**src/hdl/rpSdPkg.sv**
```systemverilog
package rpSdPkg;

   //////////////////////////////////////////////////
   // Drive types and geometry
   //////////////////////////////////////////////////

   // Emulated drive families
   typedef enum logic
   {
      RP06 = 1'b0,
      RP07 = 1'b1
   } driveType_t;

   // RP06 geometry
   localparam logic [9:0] RP06_NUM_CYL = 10'd815;
   localparam logic [5:0] RP06_NUM_TRK = 6'd19;
   localparam logic [5:0] RP06_NUM_SEC = 6'd20;

   // RP07 geometry
   localparam logic [9:0] RP07_NUM_CYL = 10'd630;
   localparam logic [5:0] RP07_NUM_TRK = 6'd32;
   localparam logic [5:0] RP07_NUM_SEC = 6'd43;

   // Geometry lookup by drive type
   function automatic logic [9:0] numCyls(input driveType_t drive);
      return (drive == RP07) ? RP07_NUM_CYL : RP06_NUM_CYL;
   endfunction

   function automatic logic [5:0] numTracks(input driveType_t drive);
      return (drive == RP07) ? RP07_NUM_TRK : RP06_NUM_TRK;
   endfunction

   function automatic logic [5:0] numSectors(input driveType_t drive);
      return (drive == RP07) ? RP07_NUM_SEC : RP06_NUM_SEC;
   endfunction

   //////////////////////////////////////////////////
   // Request and response words
   //////////////////////////////////////////////////

   // Disk address request, 26 bits
   typedef struct packed
   {
      logic [2:0] unit;
      driveType_t drive;
      logic [9:0] cyl;
      logic [5:0] track;
      logic [5:0] sector;
   } chsReq_t;

   // One flag per out-of-range field
   typedef struct packed
   {
      logic cylErr;
      logic trkErr;
      logic secErr;
   } chsFault_t;

   // SD block address
   typedef logic [31:0] sdAddr_t;

   // Response, 35 bits
   typedef struct packed
   {
      sdAddr_t   addr;
      chsFault_t fault;
   } sdRsp_t;

endpackage

```
**src/hdl/chsCheck.sv**
```systemverilog
`timescale 1ns/1ps

module chsCheck
   import rpSdPkg::*;
(
   input  logic      clk,
   input  logic      rst,
   input  logic      reqValid,
   input  chsReq_t   req,
   output logic      faultValid,
   output chsFault_t fault
);

   chsFault_t faultNext;

   //////////////////////////////////////////////////
   // Range compare
   //////////////////////////////////////////////////

   // Each field must be below the count for its drive type
   always_comb
   begin
      faultNext.cylErr = (req.cyl    >= numCyls(req.drive));
      faultNext.trkErr = (req.track  >= numTracks(req.drive));
      faultNext.secErr = (req.sector >= numSectors(req.drive));
   end

   //////////////////////////////////////////////////
   // Result register
   //////////////////////////////////////////////////

   // Strobe follows the request by one cycle
   always_ff @(posedge clk or posedge rst)
   begin
      if (rst)
      begin
         faultValid <= 1'b0;
      end
      else
      begin
         faultValid <= reqValid;
      end
   end

   // Flags captured with the request
   always_ff @(posedge clk)
   begin
      if (reqValid)
      begin
         fault <= faultNext;
      end
   end

   // No strobe without a request one cycle earlier
   assertFaultTiming: assert property (@(posedge clk) disable iff (rst)
      faultValid |-> $past(reqValid));

endmodule

```
**src/hdl/rpSdMapper.sv**
```systemverilog
`timescale 1ns/1ps

module rpSdMapper
   import rpSdPkg::*;
#(
   parameter int unsigned UNIT_SPAN_LOG2 = 21
)
(
   input  logic    clk,
   input  logic    rst,
   input  logic    reqValid,
   input  chsReq_t req,
   output logic    busy,
   output logic    rspValid,
   output sdRsp_t  rsp
);

   logic      faultValid;
   chsFault_t fault;
   logic      calcDone;
   sdAddr_t   calcSum;
   logic      calcBusy;

   //////////////////////////////////////////////////
   // Parallel checker and calculator
   //////////////////////////////////////////////////

   // Range check, one cycle
   chsCheck i_chsCheck
   (
      .clk        (clk),
      .rst        (rst),
      .reqValid   (reqValid),
      .req        (req),
      .faultValid (faultValid),
      .fault      (fault)
   );

   // Linear sector, drive-dependent latency
   sdSectorCalc i_sdSectorCalc
   (
      .clk      (clk),
      .rst      (rst),
      .start    (reqValid),
      .req      (req),
      .calcDone (calcDone),
      .calcSum  (calcSum),
      .calcBusy (calcBusy)
   );

   //////////////////////////////////////////////////
   // Merge and response
   //////////////////////////////////////////////////

   sdReqMerge #(
      .UNIT_SPAN_LOG2 (UNIT_SPAN_LOG2)
   ) i_sdReqMerge
   (
      .clk        (clk),
      .rst        (rst),
      .faultValid (faultValid),
      .fault      (fault),
      .unit       (req.unit),
      .calcDone   (calcDone),
      .calcSum    (calcSum),
      .calcBusy   (calcBusy),
      .busy       (busy),
      .rspValid   (rspValid),
      .rsp        (rsp)
   );

endmodule

```
**src/hdl/sdReqMerge.sv**
```systemverilog
`timescale 1ns/1ps

module sdReqMerge
   import rpSdPkg::*;
#(
   parameter int unsigned UNIT_SPAN_LOG2 = 21
)
(
   input  logic      clk,
   input  logic      rst,
   input  logic      faultValid,
   input  chsFault_t fault,
   input  logic [2:0] unit,
   input  logic      calcDone,
   input  sdAddr_t   calcSum,
   input  logic      calcBusy,
   output logic      busy,
   output logic      rspValid,
   output sdRsp_t    rsp
);

   logic      holdValid;
   chsFault_t faultHold;
   logic [2:0] unitHold;
   sdAddr_t   unitBase;
   logic      anyFault;

   //////////////////////////////////////////////////
   // Pending request tracking
   //////////////////////////////////////////////////

   // Checker result waits here for the slower calculator
   always_ff @(posedge clk or posedge rst)
   begin
      if (rst)
      begin
         holdValid <= 1'b0;
         rspValid  <= 1'b0;
      end
      else
      begin
         if (faultValid)
            holdValid <= 1'b1;
         else if (calcDone)
            holdValid <= 1'b0;
         rspValid <= calcDone;
      end
   end

   always_ff @(posedge clk)
   begin
      if (faultValid)
      begin
         faultHold <= fault;
         unitHold  <= unit;
      end
   end

   //////////////////////////////////////////////////
   // Response forming
   //////////////////////////////////////////////////

   // Each unit owns a power-of-two partition on the card
   assign unitBase = sdAddr_t'(unitHold) << UNIT_SPAN_LOG2;
   assign anyFault = |faultHold;

   // Faulted requests report the raw sum, no partition offset
   always_ff @(posedge clk)
   begin
      if (calcDone)
      begin
         rsp.fault <= faultHold;
         rsp.addr  <= anyFault ? calcSum : calcSum + unitBase;
      end
   end

   // Covers calculation, wait for merge, and response cycle
   assign busy = calcBusy | holdValid | rspValid;

   // Calculator finishes only after the checker result is held
   assertHeldFault: assert property (@(posedge clk) disable iff (rst)
      calcDone |-> holdValid);

endmodule

```
**src/hdl/sdSectorCalc.sv**
```systemverilog
`timescale 1ns/1ps

module sdSectorCalc
   import rpSdPkg::*;
(
   input  logic    clk,
   input  logic    rst,
   input  logic    start,
   input  chsReq_t req,
   output logic    calcDone,
   output sdAddr_t calcSum,
   output logic    calcBusy
);

   // Calculator phases
   typedef enum logic [1:0]
   {
      sIdle,
      sTrack,
      sSector,
      sDouble
   } calcState_t;

   calcState_t state;
   logic [5:0] loop;
   chsReq_t    reqHold;
   sdAddr_t    sum;
   sdAddr_t    temp;

   //////////////////////////////////////////////////
   // Control FSM
   //////////////////////////////////////////////////

   // Loop counter runs from the geometry count down to zero
   always_ff @(posedge clk or posedge rst)
   begin
      if (rst)
      begin
         state    <= sIdle;
         loop     <= '0;
         calcDone <= 1'b0;
      end
      else
      begin
         calcDone <= 1'b0;
         case (state)
            sIdle:
            begin
               // Geometry from the live request, it is latched this edge
               if (start)
               begin
                  loop  <= numTracks(req.drive);
                  state <= sTrack;
               end
            end
            sTrack:
            begin
               if (loop == '0)
               begin
                  loop  <= numSectors(reqHold.drive);
                  state <= sSector;
               end
               else
               begin
                  loop <= loop - 6'd1;
               end
            end
            sSector:
            begin
               if (loop == '0)
               begin
                  state <= sDouble;
               end
               else
               begin
                  loop <= loop - 6'd1;
               end
            end
            sDouble:
            begin
               // Result is final after this edge
               calcDone <= 1'b1;
               state    <= sIdle;
            end
            default:
            begin
               state <= sIdle;
            end
         endcase
      end
   end

   //////////////////////////////////////////////////
   // Adder datapath
   //////////////////////////////////////////////////

   always_ff @(posedge clk)
   begin
      case (state)
         sIdle:
         begin
            if (start)
            begin
               reqHold <= req;
               sum     <= '0;
               temp    <= sdAddr_t'(req.cyl);
            end
         end
         sTrack:
         begin
            // cyl * numTracks + track becomes the next addend
            if (loop == '0)
            begin
               sum  <= '0;
               temp <= sum + sdAddr_t'(reqHold.track);
            end
            else
            begin
               sum <= sum + temp;
            end
         end
         sSector:
         begin
            if (loop == '0)
               sum <= sum + sdAddr_t'(reqHold.sector);
            else
               sum <= sum + temp;
         end
         sDouble:
         begin
            // Two SD blocks per emulated sector
            sum <= sum + sum;
         end
         default:
         begin
            sum <= sum;
         end
      endcase
   end

   assign calcSum  = sum;
   assign calcBusy = (state != sIdle);

   // Requests must wait for the previous calculation
   assertStartIdle: assert property (@(posedge clk) disable iff (rst)
      start |-> !calcBusy);

   // Done is a single-cycle strobe
   assertDonePulse: assert property (@(posedge clk) disable iff (rst)
      calcDone |=> !calcDone);

endmodule

```
**config.mk**
```make
export PLATFORM = sky130hd
export DESIGN_NAME = rpSdMapper
export DESIGN_NICKNAME = d
export VERILOG_FILES = /design/src/hdl/rpSdPkg.sv /design/src/hdl/chsCheck.sv /design/src/hdl/rpSdMapper.sv /design/src/hdl/sdReqMerge.sv /design/src/hdl/sdSectorCalc.sv
export SDC_FILE = /design/constraint.sdc
export NUM_CORES = 1
export LEC_CHECK = 0
export CAP_MARGIN = 10
export CORE_MARGIN = 3
export CORE_UTILIZATION = 55
export DETAILED_ROUTE_END_ITERATION = 6
export DONT_BUFFER_PORTS = 1
export GPL_ROUTABILITY_DRIVEN = 0
export PLACE_DENSITY = 0.78
export SYNTH_ARGS = -nofsm -noshare
export SYNTH_HDL_FRONTEND = slang
export SYNTH_SLANG_ARGS = --single-unit
export TNS_END_PERCENT = 30
```
**constraint.sdc**
```tcl
create_clock -name clk -period 6.35 [get_ports clk]
set_input_delay 0.635 -clock clk [delete_from_list [all_inputs] [get_ports clk]]
set_output_delay 0.635 -clock clk [all_outputs]
set_load 0.02 [all_outputs]
```
==> results of run 1 <==
## kinds of logic after synthesis
logic type | synth area share [%]
mux | 1.483
compound gates | 17.28
xor+xnor | 8.504
fa+ha+maj | 10.23
buf+inv | 3.588
flops | 44.41
simple gates | 14.51
## synth_stat cells (4+ instances only)
cell type,number,area share [%]
a211oi_1,6,0.51
a21boi_0,11,0.93
a21o_1,23,1.9
a21oi_1,53,3.0
a22o_1,5,0.49
a22oi_1,18,1.5
a31oi_1,8,0.57
and2_1,15,1.1
and3_1,6,0.42
buf_1,4,0.17
buf_2,9,0.51
clkbuf_1,34,1.4
dfrtp_1,12,3.4
edfxtp_1,121,41
fa_1,4,0.90
ha_1,66,9.3
inv_1,32,1.4
mux2_2,9,1.1
nand2_1,53,2.2
nand2b_1,9,0.64
nand3_1,21,1.2
nand4_1,16,1.1
nor2_1,60,2.5
nor2b_1,13,0.92
nor3_1,27,1.5
nor4_1,6,0.42
o211ai_1,10,0.85
o21a_1,7,0.59
o21ai_0,57,3.2
o21bai_1,4,0.34
o31ai_1,6,0.51
or3_1,19,1.3
xnor2_1,34,3.4
xor2_1,52,5.1
## stage by stage
stage | setup slack [ns] | cell area, sq um | cells
after detailed placement | 3.030 | 8980 | 1041
after floorplan | 2.703 | 8857 | 874
final | 2.846 | 9523 | 1073
after global routing | 2.680 | 9523 | 1073
after global placement | 3.056 | 8980 | 1041
after CTS | 2.928 | 9523 | 1073
## worst min path at each step
stage                                               end  slack, ns  depth (start not counted)
finish               i_sdSectorCalc.loop[5]$_DFFE_PP0P_        0.1                          1
global route         i_sdSectorCalc.loop[5]$_DFFE_PP0P_       0.14                          1
CTS                  i_sdSectorCalc.loop[5]$_DFFE_PP0P_       0.11                          1
detailed placement  i_sdReqMerge.faultHold[0]$_DFFE_PP_       0.41                          0
global placement    i_sdReqMerge.faultHold[1]$_DFFE_PP_       0.41                          0
floorplan           i_sdReqMerge.faultHold[0]$_DFFE_PP_       0.40                          0
## area by class of cell
| class | instances | share of cell area, % |
|---|---|---|
| Clock buffer | 18 | 4.612 |
| Clock inverter | 14 | 1.091 |
| Inverter | 32 | 1.261 |
| Multi-Input combinational cell | 660 | 48.55 |
| Sequential cell | 133 | 41.32 |
| Tap cell | 211 | 2.772 |
| Timing Repair Buffer | 5 | 0.3942 |
## per-layer routing
metal  share of wire, %  up-vias  track usage, %
met5                  0        -               0
met4                4.1        0           12.36
met3                7.9       69           5.475
met2                 48      365           41.00
met1                 40     3269           32.87
li1                   -     3191               -
## state kept, by name, summed over array words and instances, names as in the netlist
name / flops
i_sdSectorCalc.temp: 32
i_sdReqMerge.faultHold: 3
i_chsCheck.faultValid: 1
i_sdSectorCalc.state: 2
i_sdSectorCalc.calcDone: 1
i_sdSectorCalc.reqHold: 13
i_sdSectorCalc.calcSum: 32
i_sdReqMerge.rspValid: 1
i_sdReqMerge.unitHold: 3
i_sdSectorCalc.loop: 6
i_sdReqMerge.holdValid: 1
i_chsCheck.fault: 3
i_sdReqMerge.rsp: 35
## power groups by stage
stage | sequential, mW | combinational [mW] | clock [mW]
after detailed placement | 1.94 | 2.52 | 0
final | 1.93 | 2.59 | 0.916
after global routing | 1.97 | 2.85 | 0.954
after floorplan | 1.73 | 2.04 | 0
after global placement | 1.94 | 2.47 | 0
after CTS | 1.93 | 2.55 | 0.917
## worst register-to-register path, stage by stage (launching register included)
cell	delay, ns
edfxtp_1	0.53
ha_1	0.39
a211oi_1	0.39
o211ai_1	0.24
a2111oi_1	0.68
o31ai_1	0.30
nor3_1	0.31
o31ai_1	0.14
xnor2_1	0.16
o21ai_0	0.09
==> qor.yml, run 1 <==
power:
  switchingPower_mw: 2.479
  worst_ir_drop_vdd_mv: 0.3240
  switching_share_pct: 45.54
  seqPwrFrac_pct: 35.5
  p_int_mw: 2.964
  p_clk_share_pct: 16.8
  total_power_mw: 5.443
  powerDensity_mw_per_mm2: 571.6
  p_leak_nw: 3.690
  combPwrFrac_pct: 47.7
timing:
  totalNegativeSetupSlack_ns: 0
  slew_headroom_pct: 18.78
  finalCriticalPeriod_ns: 3.504
  setup-violations-final: 0
  max_freq_ghz: 0.2854
  hold_ws_ns: 0.09977
  finalCritPeriodShare_pct: 55.18
  final-hold-violation-count: 0
  max_slew.worst_pin.slew_ns: 1.216
  skew_ns: 0.01379
  drv_slew: 0
  rsz0062_at_grt: "false"
critical_path:
  cp.arrival_ns: 3.66
  path_depth: 9
  crit_family: "compound AO/OA/AOI/OAI gates"
  end_kind: "register"
  crit_fanout: 7
  crit_type: "reg -> reg"
  crit_start: "i_sdSectorCalc.calcSum[1]$_DFFE_PP_"
  timing.rr.end: "i_sdSectorCalc.calcSum[29]$_DFFE_PP_"
  reg2reg_depth: 9
  crit_chain: "ha_1 > a211oi_1 > o211ai_1 > a2111oi_1 > o31ai_1 > nor3_1 > o31ai_1 > xnor2_1 > o21ai_0"
  startpoint_type: "register"
  crit_buf_inv: 0
  required_ns: 6.51
  crit_slowest_cell: "a2111oi_1"
  max_stage_delay_ns: 0.68
  cp-endpoint: "i_sdSectorCalc.calcSum[29]$_DFFE_PP_"
  crit_top_cell: "o31ai_1"
  rrSetupSlack_ns: 2.85
  r2r-start: "i_sdSectorCalc.calcSum[1]$_DFFE_PP_"
floorplan:
  rows: 45
  core_sq_mm: 0.01548
  die_h_microns: 132.9
  dieArea_sq_mm: 0.01766
  start_util_pct: 57.20
  io_pins: 66
  die_w_microns: 132.9
layout:
  antenna_cells: 0
  fillers: 1229
  final_common_cell: "edfxtp_1"
  seq_area_sq_mm: 0.003935
  fin_nets: 948
  area_delta_synth_final_pct: 7.515
  final_cell_mix: "edfxtp_1, ha_1, nor2_1"
  fin_util_pct: 61.50
  drive_gt1_share_pct: 6.613
  multi_input_area_sq_mm: 0.004623
grt:
  grt_max_degree: 46
  antenna_found_initial: 0
  grt_pass1_vias: 6748
  grt_pass1_wl_microns: 35760
  grt.overflow.total: 0
  grt_usage_pct: 25.52
logic_synthesis:
  synth_cell_types: 61
  syn-cell-area_sq_mm: 0.008857
  synth_nets: 973
  yosysWarnings: 0
  synth_async_sr_flop_share_pct: 9.023
  syn_area_per_cell_sq_um: 10.13
  yosys_register_bits: 133
  synth_edf_count: 121
  synth_cells: 874
  ys.flop_type: "edfxtp_1"
  synth_sequential_area_ratio_pct: 44.41
drt:
  first_pass_iters: 5
  drtAntennaViolNets: 0
  drt-initial-drc-count: 699
  wl_per_cell_microns: 20.91
  vias: 6894
  drc: 0
  wirelength_microns: 22440
  post_drt_via_cell_ratio: 6.425
clock_tree:
  worstSkewPairLatency_ns: 0.44
  htreeDepth: 4
  cts_inserted_buffers: 17
  cts-resized-gates: 0
  hold_buffers: 0
  cts_max_path_buffers: 2
  clkSlewWorstSetupHoldPaths_ns: 0.07
  cts_sinks: 133
  clock-root-buffer: "clkbuf_16"
  postCtsSetupBuffers: 0
  cts_tree: "built"
job:
  maxCapViolations: 0
placement:
  hpwlAfterDp_microns: 15640
  io_buffers: 0
run_status:
  status: "completed"
hold_path:
  hold_path_class: "in -> async"
Note: power is estimated with default switching activity, not from simulation.
==> run 2, diff against run 1 <==
Clock period 6.35 ns to 3.65 ns, I/O delays scaled along.
==> run 2 against run 1 <==
Against the previous run: clock power is 91% higher; final cell count up 1.6%; critical path depth rose by 1; routed wire length increased by 0.58%; utilization increased by 1.2 points; sequential power grew 69%.
==> qor.yml, run 2 (synthesized netlist as in run 1, its figures left out) <==
run_status:
  status: "completed"
clock_tree:
  clock-root-buffer: "clkbuf_16"
  cts_inserted_buffers: 17  # unchanged
  htreeDepth: 4  # unchanged
  clkSlewWorstSetupHoldPaths_ns: 0.06  # about the same
  cts-resized-gates: 0  # unchanged
  worstSkewPairLatency_ns: 0.43  # about the same
  cts_max_path_buffers: 2  # unchanged
  cts_tree: "built"
  cts_sinks: 133  # unchanged
floorplan:
  die_w_microns: 132.9  # unchanged
  core_sq_mm: 0.01548  # unchanged
  die_h_microns: 132.9  # unchanged
  rows: 45  # unchanged
  dieArea_sq_mm: 0.01766  # unchanged
  io_pins: 66  # unchanged
  start_util_pct: 57.20  # unchanged
timing:
  final-hold-violation-count: 0  # unchanged
  max_freq_ghz: 0.3026  # +6.0%
  skew_ns: 0.009273  # -0.004513 ns
  drv_slew: 0  # unchanged
  finalCritPeriodShare_pct: 90.54  # +35 points
  finalCriticalPeriod_ns: 3.305  # -0.1993 ns
  rsz0062_at_grt: "false"
  max_slew.worst_pin.slew_ns: 1.030  # -0.1852 ns
  totalNegativeSetupSlack_ns: 0  # unchanged
  setup-violations-final: 0  # unchanged
  slew_headroom_pct: 31.05  # +12 points
layout:
  regMostFlops: "i_sdReqMerge.rsp"
  antenna_cells: 0  # unchanged
  fin_nets: 965  # +1.8%
  area_delta_synth_final_pct: 9.691
  drive_gt1_share_pct: 7.964  # +1.4 points
  final_common_cell: "edfxtp_1"
  final_cell_mix: "edfxtp_1, ha_1, nor2_1"
  finish.instance_area_sq_mm: 0.009716  # +2.0%
  largest_reg_flops: 35  # unchanged
drt:
  dr.max_layer_used: "met4"
  drt-initial-drc-count: 653  # -6.6%
  wirelength_microns: 22570  # +0.58%
  drtAntennaViolNets: 0  # unchanged
  first_pass_iters: 5  # unchanged
  post_drt_via_cell_ratio: 6.393  # -0.50%
  vias: 6968  # +1.1%
  wl_met2_microns: 10680  # -0.61%
  dr_wl_met3_microns: 1703  # -4.1%
  drc: 0  # unchanged
  met1Wirelength_microns: 9306  # +3.5%
  wl_per_cell_microns: 20.70  # -0.99%
critical_path:
  end_kind: "register"
  crit_buf_inv: 1  # +1
  startpoint_type: "register"
  crit_start: "i_sdSectorCalc.calcSum[1]$_DFFE_PP_"
  max_stage_delay_ns: 0.58  # -0.10 ns
  reg2reg_depth: 10  # +1
  crit_chain: "inv_1 > fa_1 > nand2b_1 > a21oi_1 > o211a_1 > o2bb2ai_1 > o31ai_1 > a311oi_1 > xnor2_1 > o21ai_0"
  crit_family: "compound AO/OA/AOI/OAI gates"
  rrSetupSlack_ns: 0.35  # -2.50 ns
  r2r-start: "i_sdSectorCalc.calcSum[1]$_DFFE_PP_"
  crit_fanout: 7  # unchanged
  timing.rr.end: "i_sdSectorCalc.calcSum[26]$_DFFE_PP_"
  required_ns: 3.81  # -2.70 ns
  crit_type: "reg -> reg"
  cp.arrival_ns: 3.46  # -0.20 ns
  crit_slowest_cell: "o31ai_1"
grt:
  antenna_found_initial: 0  # unchanged
  grt_usage_pct: 26.22  # +0.71 points
  grt_pass1_vias: 6982  # +3.5%
  grt_max_degree: 46  # unchanged
  grt.overflow.total: 0  # unchanged
  grt_pass1_wl_microns: 36720  # +2.7%
job:
  maxCapViolations: 0  # unchanged
power:
  p_leak_nw: 3.805  # +3.1%
  powerDensity_mw_per_mm2: 995.0  # +74%
  switchingPower_mw: 4.246  # +71%
  worst_ir_drop_vdd_mv: 0.5465  # +69%
  p_clk_share_pct: 18.1  # +1.3 points
  combPwrFrac_pct: 48.2  # +0.5 points
  switching_share_pct: 43.92  # -1.6 points
  seqPwrFrac_pct: 33.7  # -1.8 points
  p_int_mw: 5.421  # +83%
hold_path:
  hold_path_class: "in -> reg"
  hold_start: "req[6]"
  hold_depth: 0
  hold_end: "i_sdSectorCalc.reqHold[6]$_DFFE_PP_"
placement:
  io_buffers: 0  # unchanged
  placed_area_sq_mm: 0.009105  # +1.4%
  hpwlAfterDp_microns: 15670  # +0.18%
[run 2: cell types whose count changed in the layout (fill, tap and decap cells not counted), sizes merged]
cell,before,now
buf,5,20
bufinv,0,3
clkinv,5,7
clkinvlp,6,4
dlygate4sd3,0,2
inv,35,32
[run 2: repair_timing]
| item | CTS | global route |
|---|---|---|
| hold buffers | 2 | 0 |
| buffers inserted | 0 | 0 |
| hold endpoints to repair | 13 | 0 |
[run 2: power by group through the flow]
stage               Sequential (mW)  Clock, mW  Combinational (mW)
floorplan                      3.01          0                3.55
global placement               3.26          0                4.44
detailed placement             3.28          0                4.52
CTS                            3.26       1.76                4.57
global route                   3.33       1.82                5.16
finish                         3.26       1.75                4.66
[run 2: area by class of cell]
| cell class | count | area, sq um |
|---|---|---|
| Fill cell | 1231 | 5768 |
| Clock inverter | 14 | 161.4 |
| Timing Repair Buffer | 22 | 182.7 |
| Sequential cell | 133 | 3935 |
| Inverter | 32 | 120.1 |
| Tap cell | 211 | 264.0 |
| Multi-Input combinational cell | 660 | 4623 |
| Clock buffer | 18 | 429.2 |
[run 2: how the worst max path moves through the flow]
stage                                                       to  slack [ns]  cells past startpoint
after floorplan               i_sdSectorCalc.temp[0]$_DFFE_PP_       0.003                      8
after global placement    i_sdSectorCalc.calcSum[27]$_DFFE_PP_        0.52                      9
after detailed placement  i_sdSectorCalc.calcSum[26]$_DFFE_PP_        0.38                     10
after CTS                 i_sdSectorCalc.calcSum[26]$_DFFE_PP_        0.38                     10
after global routing      i_sdSectorCalc.calcSum[30]$_DFFE_PP_        0.08                     10
final                     i_sdSectorCalc.calcSum[26]$_DFFE_PP_        0.35                     10
[run 2: worst reg2reg max path, cell delays in order (launching register included)]
cell and delay, ns:
edfxtp_1 0.50, inv_1 0.16, fa_1 0.46, nand2b_1 0.18, a21oi_1 0.21, o211a_1 0.26
o2bb2ai_1 0.19, o31ai_1 0.58, a311oi_1 0.22, xnor2_1 0.17, o21ai_0 0.08
[run 2: stage by stage]
stage                     hold slack, ns  cells  utilization, %  setup WS, ns  power [mW]
final                            0.02596   1090           62.75        0.3451       9.667
after CTS                        0.01149   1090           62.75        0.3783       9.591
after detailed placement          0.2964   1056           58.80        0.3809       7.799
after global routing             0.01378   1090           62.75       0.08057       10.32
after global placement            0.2899   1056           58.80        0.5243       7.705
after floorplan                   0.2297    874               -      0.003476       6.556
[run 2: routing by layer]
metal | vias up | GRT usage, %
li1 | 3244 | -
met4 | 0 | 11.84
met1 | 3333 | 33.55
met3 | 63 | 6.388
met2 | 328 | 42.24
met5 | - | 0
